### config.mk
export PLATFORM = sky130hd
export DESIGN_NAME = edp
export DESIGN_NICKNAME = d
export VERILOG_FILES = /design/src/common/edpPkg.sv /design/src/edp/edpRegs.sv /design/src/edp/edpAdder.sv /design/src/edp/fastMem.sv /design/src/logic/ebusDiag.sv /design/src/edp/edp.sv
export SDC_FILE = /design/constraint.sdc
export NUM_CORES = 2
export LEC_CHECK = 0
export ABC_AREA = 1
export BUFFER_PORTS_ARGS = -buffer_cell sky130_fd_sc_hd__buf_2
export CAP_MARGIN = 20
export CELL_PAD_IN_SITES_DETAIL_PLACEMENT = 1
export CELL_PAD_IN_SITES_GLOBAL_PLACEMENT = 2
export CORE_MARGIN = 5
export CORE_UTILIZATION = 41
export DETAILED_ROUTE_END_ITERATION = 10
export PLACE_DENSITY = 0.89
export SYNTH_ARGS = -nofsm -noshare
export SYNTH_HDL_FRONTEND = slang
export SYNTH_SLANG_ARGS = --single-unit
### constraint.sdc
create_clock -name CLK -period 23 [get_ports CLK]
set_clock_uncertainty 0.2 [all_clocks]
set_input_delay 4.6 -clock CLK [delete_from_list [all_inputs] [get_ports CLK]]
set_output_delay 4.6 -clock CLK [all_outputs]
set_load 0.01 [all_outputs]
### src/common/edpPkg.sv
package edpPkg;

  // Data words, bit 0 is the most significant
  typedef logic [0:35] word36;
  typedef logic [0:17] half18;

  // Fast memory sizing
  localparam int fmAddrWidth = 4;
  localparam int fmWords = 1 << fmAddrWidth;

  // Adder A side operand
  typedef enum logic [0:1] {adaAR, adaARX, adaMQ, adaZero} adaSel_e;

  // Adder B side operand, doubled forms shift across into BRX/ARX
  typedef enum logic [0:1] {adbFM, adbBRx2, adbBR, adbARx4} adbSel_e;

  typedef enum logic [0:2] {
    fnAdd, fnSub, fnAnd, fnOr, fnXor, fnPassA, fnPassB, fnSetOnes
  } adFunc_e;

  // AR halves and ARX source
  typedef enum logic [0:2] {
    srcHold, srcCache, srcAD, srcADX, srcMQ, srcRotAR, srcAdShl, srcZero
  } arSel_e;

  // Universal shift register function for MQ
  typedef enum logic [0:1] {mqLoadAD, mqShl, mqShr, mqHold} mqFunc_e;

  // EBUS readout source, same encoding as the diag function field
  typedef enum logic [0:2] {dAR, dBR, dMQ, dFM, dBRX, dARX, dADX, dAD} diagFunc_e;

  typedef struct packed {
    adaSel_e ada;
    adbSel_e adb;
    adFunc_e adFunc;
    logic adLong;       // ADX carry out feeds AD
    logic cryIn;        // carry into ADX bit 35
    arSel_e arlSel;
    arSel_e arrSel;
    arSel_e arxSel;
    mqFunc_e mqFunc;
    logic brLoad;
    logic brxLoad;
    logic [0:fmAddrWidth-1] fmAdr;
    logic fmWriteL;
    logic fmWriteR;
    logic adToEbusL;
    logic adToEbusR;
  } ebMicro;

  typedef struct packed {
    word36 ad;
    word36 adx;
    logic [0:1] adEx;   // sign extension bits -2 and -1
    logic adCarry;
    logic adOverflow;
  } adResult;

  typedef struct packed {
    word36 ar;
    word36 arx;
    word36 br;
    word36 brx;
    word36 mq;
  } regFile;

endpackage

### src/edp/edpRegs.sv
`timescale 1ns/1ps

module edpRegs(
  input  logic CLK,
  input  logic reset,
  input  edpPkg::ebMicro micro,
  input  edpPkg::word36 cacheData,
  input  edpPkg::adResult ad,
  output edpPkg::regFile regs
);
  import edpPkg::*;

  // AR rotated left by one stands in for the shifter
  word36 rotAR;

  word36 arlSrc;
  word36 arrSrc;
  word36 arxSrc;
  half18 arlNext;
  half18 arrNext;
  word36 mqNext;

  // Shared source mux for AR halves and ARX
  function automatic word36 pickSource(
    input arSel_e sel,
    input word36 hold,
    input word36 cache,
    input adResult adr,
    input word36 mq,
    input word36 rot
  );
    word36 shl;
    // AD doubled, ADX bit 0 comes in at the bottom
    shl = {adr.ad[1:35], adr.adx[0]};
    case (sel)
      srcHold:   pickSource = hold;
      srcCache:  pickSource = cache;
      srcAD:     pickSource = adr.ad;
      srcADX:    pickSource = adr.adx;
      srcMQ:     pickSource = mq;
      srcRotAR:  pickSource = rot;
      srcAdShl:  pickSource = shl;
      default:   pickSource = '0;
    endcase
  endfunction

  assign rotAR = {regs.ar[1:35], regs.ar[0]};

  // AR left and right halves steer independently
  always_comb begin
    arlSrc = pickSource(micro.arlSel, regs.ar, cacheData, ad, regs.mq, rotAR);
    arrSrc = pickSource(micro.arrSel, regs.ar, cacheData, ad, regs.mq, rotAR);
    arlNext = arlSrc[0:17];
    arrNext = arrSrc[18:35];
  end

  // ARX takes a whole word, rotated AR gives the AR to ARX path
  always_comb begin
    arxSrc = pickSource(micro.arxSel, regs.arx, cacheData, ad, regs.mq, rotAR);
  end

  // MQ next state
  always_comb begin
    case (micro.mqFunc)
      mqLoadAD: mqNext = ad.ad;
      mqShl:    mqNext = {regs.mq[1:35], ad.adCarry};
      // Right shift refills the top with old bit 1
      mqShr:    mqNext = {regs.mq[1], regs.mq[0:34]};
      default:  mqNext = regs.mq;
    endcase
  end

  // All registers sample pre-edge values
  always_ff @(posedge CLK) begin
    if (reset) begin
      regs <= '0;
    end else begin
      regs.ar <= {arlNext, arrNext};
      regs.arx <= arxSrc;
      regs.mq <= mqNext;

      // BR and BRX see the old AR and ARX
      if (micro.brLoad) begin
        regs.br <= regs.ar;
      end
      if (micro.brxLoad) begin
        regs.brx <= regs.arx;
      end
    end
  end

endmodule

### src/edp/edpAdder.sv
`timescale 1ns/1ps

module edpAdder(
  input  edpPkg::ebMicro micro,
  input  edpPkg::regFile regs,
  input  edpPkg::word36 fmData,
  output edpPkg::adResult result
);
  import edpPkg::*;

  // AD side operands carry two extension bits, -2 and -1
  logic [0:37] adaOp;
  logic [0:37] adbOp;
  logic [0:37] adbEff;
  word36 adxaOp;
  word36 adxbOp;
  word36 adxbEff;

  logic subtract;
  logic arith;
  logic adxCin;
  logic adCin;
  logic [0:36] adxSum;
  logic [0:37] adSum;
  logic [0:36] adLow;
  logic [0:37] adFull;
  word36 adxFull;
  logic carryOut;

  // ADA mux
  always_comb begin
    case (micro.ada)
      adaAR:   adaOp = {{2{regs.ar[0]}}, regs.ar};
      adaARX:  adaOp = {{2{regs.arx[0]}}, regs.arx};
      adaMQ:   adaOp = {{2{regs.mq[0]}}, regs.mq};
      default: adaOp = '0;
    endcase
    adxaOp = (micro.ada == adaZero) ? '0 : regs.arx;
  end

  // ADB and ADXB muxes, doubled forms borrow from BRX/ARX
  always_comb begin
    case (micro.adb)
      adbFM: begin
        adbOp = {{2{fmData[0]}}, fmData};
        // No magic number field, ADX side gets zero
        adxbOp = '0;
      end
      adbBRx2: begin
        adbOp = {{2{regs.br[0]}}, regs.br[1:35], regs.brx[0]};
        adxbOp = {regs.brx[1:35], 1'b0};
      end
      adbBR: begin
        adbOp = {{2{regs.br[0]}}, regs.br};
        adxbOp = regs.brx;
      end
      default: begin
        adbOp = {regs.ar, regs.arx[0:1]};
        adxbOp = {regs.arx[2:35], 2'b00};
      end
    endcase
  end

  // Arithmetic path
  always_comb begin
    subtract = (micro.adFunc == fnSub);
    arith = (micro.adFunc == fnAdd) || subtract;
    adbEff = subtract ? ~adbOp : adbOp;
    adxbEff = subtract ? ~adxbOp : adxbOp;

    adxCin = micro.cryIn | subtract;
    adxSum = {1'b0, adxaOp} + {1'b0, adxbEff} + 37'(adxCin);

    // Long ops link ADX carry out into AD
    if (micro.adLong) begin
      adCin = adxSum[0];
    end else begin
      adCin = subtract | micro.cryIn;
    end

    adSum = adaOp + adbEff + 38'(adCin);
    adLow = {1'b0, adaOp[2:37]} + {1'b0, adbEff[2:37]} + 37'(adCin);
  end

  // Function select, booleans have no carries
  always_comb begin
    carryOut = 1'b0;
    case (micro.adFunc)
      fnAnd: begin
        adFull = adaOp & adbOp;
        adxFull = adxaOp & adxbOp;
      end
      fnOr: begin
        adFull = adaOp | adbOp;
        adxFull = adxaOp | adxbOp;
      end
      fnXor: begin
        adFull = adaOp ^ adbOp;
        adxFull = adxaOp ^ adxbOp;
      end
      fnPassA: begin
        adFull = adaOp;
        adxFull = adxaOp;
      end
      fnPassB: begin
        adFull = adbOp;
        adxFull = adxbOp;
      end
      fnSetOnes: begin
        adFull = '1;
        adxFull = '1;
      end
      default: begin
        adFull = adSum;
        adxFull = adxSum[1:36];
        carryOut = arith & adLow[0];
      end
    endcase
  end

  assign result.ad = adFull[2:37];
  assign result.adEx = adFull[0:1];
  assign result.adx = adxFull;
  assign result.adCarry = carryOut;
  // Sign and bit -1 disagree on overflow
  assign result.adOverflow = adFull[1] ^ adFull[2];

endmodule

### src/edp/fastMem.sv
`timescale 1ns/1ps

module fastMem(
  input  logic CLK,
  input  logic [0:edpPkg::fmAddrWidth-1] fmAdr,
  input  logic writeL,
  input  logic writeR,
  input  edpPkg::word36 wrData,
  output edpPkg::word36 rdData,
  output logic parity
);
  import edpPkg::*;

  // Accumulator words, contents undefined until written
  word36 mem [fmWords];

  // Halfword write enables
  always_ff @(posedge CLK) begin
    if (writeL) begin
      mem[fmAdr][0:17] <= wrData[0:17];
    end
    if (writeR) begin
      mem[fmAdr][18:35] <= wrData[18:35];
    end
  end

  // Read is asynchronous
  assign rdData = mem[fmAdr];

  // Even parity, word plus this bit has an even count of ones
  assign parity = ^rdData;

endmodule

### src/logic/ebusDiag.sv
`timescale 1ns/1ps

module ebusDiag(
  input  logic CLK,
  input  logic reset,
  input  logic diagLoad,
  input  edpPkg::diagFunc_e diagCode,
  input  logic diagRead,
  input  logic adToEbusL,
  input  logic adToEbusR,
  input  edpPkg::regFile regs,
  input  edpPkg::adResult ad,
  input  edpPkg::word36 fmData,
  output edpPkg::word36 ebusData,
  output logic ebusDriving
);
  import edpPkg::*;

  diagFunc_e diagFunc;
  diagFunc_e srcFunc;
  word36 srcWord;
  half18 leftHalf;
  half18 rightHalf;
  logic driveL;
  logic driveR;

  // Diagnostic function register
  always_ff @(posedge CLK) begin
    if (reset) begin
      diagFunc <= dAR;
    end else if (diagLoad) begin
      diagFunc <= diagCode;
    end
  end

  always_comb begin
    driveL = adToEbusL | diagRead;
    driveR = adToEbusR | diagRead;
    // Any AD to EBUS request forces AD as the source
    srcFunc = (adToEbusL | adToEbusR) ? dAD : diagFunc;
    case (srcFunc)
      dAR:     srcWord = regs.ar;
      dBR:     srcWord = regs.br;
      dMQ:     srcWord = regs.mq;
      dFM:     srcWord = fmData;
      dBRX:    srcWord = regs.brx;
      dARX:    srcWord = regs.arx;
      dADX:    srcWord = ad.adx;
      default: srcWord = ad.ad;
    endcase
    leftHalf = driveL ? srcWord[0:17] : '0;
    rightHalf = driveR ? srcWord[18:35] : '0;
  end

  // Readout lands one edge after the request
  always_ff @(posedge CLK) begin
    if (reset) begin
      ebusDriving <= 1'b0;
      ebusData <= '0;
    end else begin
      ebusDriving <= driveL | driveR;
      ebusData <= {leftHalf, rightHalf};
    end
  end

endmodule

### src/edp/edp.sv
`timescale 1ns/1ps

module edp(
  input  logic CLK,
  input  logic reset,
  input  edpPkg::ebMicro micro,
  input  edpPkg::word36 cacheData,
  input  logic diagLoad,
  input  edpPkg::diagFunc_e diagCode,
  input  logic diagRead,
  output edpPkg::word36 ad,
  output logic adCarry,
  output logic adOverflow,
  output logic fmParity,
  output edpPkg::word36 ebusData,
  output logic ebusDriving
);
  import edpPkg::*;

  regFile regs;
  adResult adRes;
  word36 fmData;

  edpRegs regs0(
    .CLK(CLK),
    .reset(reset),
    .micro(micro),
    .cacheData(cacheData),
    .ad(adRes),
    .regs(regs)
  );

  edpAdder adder0(
    .micro(micro),
    .regs(regs),
    .fmData(fmData),
    .result(adRes)
  );

  // Fast memory always writes from AR
  fastMem fm0(
    .CLK(CLK),
    .fmAdr(micro.fmAdr),
    .writeL(micro.fmWriteL),
    .writeR(micro.fmWriteR),
    .wrData(regs.ar),
    .rdData(fmData),
    .parity(fmParity)
  );

  ebusDiag ebus0(
    .CLK(CLK),
    .reset(reset),
    .diagLoad(diagLoad),
    .diagCode(diagCode),
    .diagRead(diagRead),
    .adToEbusL(micro.adToEbusL),
    .adToEbusR(micro.adToEbusR),
    .regs(regs),
    .ad(adRes),
    .fmData(fmData),
    .ebusData(ebusData),
    .ebusDriving(ebusDriving)
  );

  assign ad = adRes.ad;
  assign adCarry = adRes.adCarry;
  assign adOverflow = adRes.adOverflow;

endmodule

==> results.md <==
- Area of the core: 0.120 mm2
- Max-cap violations: 0
- Cell family with most CP delay: buffers and inverters
- Critical path type: primary input to output port
- Cells after DPL: 8,117
- Setup tns final: 0 ns
- Count of different cell masters after synthesis: 62
- GRT Util Overall: 0.395
- DR iter-0 viols: 6,438
- DIE AREA: 0.128 mm2
- Post-DR wirelength/cell: 31.3 um
- Buffers added on ports: 148
- Syn_nets: 6,838
- Setup ws final: 6.07 ns
- Cell-internal power: 2.64 mW
- # setup viols final: 0
- Share of the synthesized area in the top cell type: 0.349
- Clock Power Share: 0.366
- RSZ-0062 raised after global routing: no
- Hold Fails Final Rpt: 0
- Slowest CP cell: buf_4
- Number of vias per cell: 6.22
- Final Util: 0.461
- CTS buffer count: 90
- Post-Syn Area: 0.0496 mm2
- Worst Hold Class: flip-flop to flip-flop
- Flops & latches, synth: 796
- IO Pins: 149
- Vias in the first global route: 50,746
- Max Freq: 59.1 MHz
- CP max stage delay: 0.68 ns
- Final nets: 6,896
- Sequential share of power: 0.409
- Die height: 358 um
- Synth top area cells: edfxtp_1, nand2_1, dfxtp_1
- Clock-pin slew on the worst setup and hold paths: 0.07 ns
- Critical path data arrival time: 12.13 ns
- Max clock buf depth: 3
- Share of the yosys chip area belonging to registers: 0.438
- First-pass GRT wire length: 366,000 um
- Initial core utilization: 0.413
- Synth area leader: edfxtp_1
- Outcome: completed
- Post-Syn Area per Cell: 7.58 um2
- Final Non-Filler Cells: 8,292
- Final instance area: 0.0553 mm2
- Final ANT Viol Nets: 0
- Placement Setup Slack: 6.25 ns
- Post-synthesis async set-or-reset flop share: 0
- Most used cell, CP: nand2_1
- Slew Viols, Final: 0
- Root Buffer: clkbuf_16
- Crit Path Max Fanout: 33
- Tightest Pin Transition: 1.30 ns
- Drt total wl: 260,000 um
- CP startpoint kind: primary input
- Leak: 23.6 nW
- Total setup buffers inserted after CTS: 0
- Slew HR: 0.127
- DR pass1 iterations: 5
- Post-cts sizing count: 0
- Initial antenna violation count: 22
- Ys flop type: edfxtp_1
- Worst skew pair latency: 0.72 ns
- Gpl congestion: 1.06
- TritonCTS clock tree: yes
- Post-synth EDFFs: 576
- H-tree levels: 3
- Die X: 358 um
- Syn-to-layout area delta: 11.5%
- Psw: 1.40 mW
- Via count: 51,568
- Sw frac: 0.347
- Tcrit/Tclk final: 0.736
- Crit path buf inv count: 11
- Worst Hold Margin: 0.277 ns
- Cell row count: 127
- Largest net degree at the start of global routing: 83
- P per Cell Area: 73.2 mW/mm2
- Dpl cell area: 0.0523 mm2
- Clock sinks: 796
- Min cycle time layout: 16.93 ns
- Detail Placement HPWL: 181,000 um
- Yosys warns: 0
- Hold buffer count at CTS: 0
- Design Power: 4.04 mW
- CP Capture Type: output port
- Comb power frac: 0.225
- CP required: 18.20 ns
- Top post-synthesis cells by count: nand2_1, edfxtp_1, inv_1
- Share of cells above drive strength 1: 0.0793
- GRT overflow: 0
- Peak supply drop: 0.0626 mV
- Most numerous cell in the Yosys netlist: nand2_1
- Cell count after synthesis: 6,542
- Drt drc: 0
per-layer routing:
layer  track usage  vias to the layer above  part of all wire
met5             0                        -           0.00023
met4         0.214                        8             0.065
met3         0.112                      917              0.11
met2         0.604                     3182              0.43
met1         0.507                    25313              0.39
li1              -                    22148                 -
worst reg2reg max path: cells and delay by family (launching register included):
family / cells / cell delay, ns
xor+xnor: 2 / 0.60
compound gates: 5 / 2.15
buf+inv: 6 / 0.98
simple gates: 13 / 1.48
fa+ha+maj: 3 / 1.14
flops: 1 / 0.32
placed cells by master (no fill, tap or decap), types with 19 or more instances in the layout:
cell	n
clkinv_2	19
o2111ai_1	31
a22oi_1	32
buf_4	135
dfxtp_1	220
nor2_1	409
nand2_1	2421
a21oi_1	398
nand3_1	312
o22ai_1	129
inv_1	546
a211oi_1	29
nand4_1	83
o21bai_1	30
nor3_2	45
clkinv_1	28
buf_2	144
o221ai_1	43
o21ai_0	280
xor2_1	91
ha_1	218
a221oi_1	71
edfxtp_1	576
o211ai_1	52
a31oi_1	26
clkbuf_16	90
registers in the layout, summed over array words and instances (netlist names):
register	count
fm0.mem	576
regs0.regs	180
ebus0.ebusData	36
ebus0.diagFunc	3
ebus0.ebusDriving	1
final timing paths:
check | from | cells past startpoint | to | slack [ns]
worst max-delay path | micro[24] | 37 | ad[24] | 6.07
worst min-delay path | regs0.regs[17] | 2 | regs0.regs[17] | 0.28
worst max register to register | regs0.regs[68] | 29 | ebus0.ebusData[8] | 15.89
worst min register to register | regs0.regs[17] | 2 | regs0.regs[17] | 0.28
power groups by stage:
stage / Combinational (mW) / Clock (mW) / Sequential (mW)
2_1_floorplan: 0.486 / 0 / 1.66
5_1_grt: 0.951 / 1.54 / 1.66
4_1_cts: 0.870 / 1.49 / 1.65
3_3_place_gp: 0.849 / 0 / 1.68
3_5_place_dp: 0.864 / 0 / 1.68
6_report: 0.910 / 1.48 / 1.65
layout make-up:
type	instances	area, um2
tap	1612	2020
sequential	796	21700
fill	14751	64700
inverter	578	2180
clock inverter	57	586
clock buffer	108	2340
timing repair buffer	283	1790
antenna	7	17.5
multi-input combinational	4851	24600
kinds of logic after synthesis:
kind of cell	Yosys count	share of synthesized area
and+or+nand+nor	3341	0.270
AOI/OAI and AO/OA	1189	0.146
buffers and inverters	895	0.0721
DFF	796	0.438
adders and majority gates	223	0.0569
xor gates and xnor gates	98	0.0173
Power figures use the tool's default switching activity.
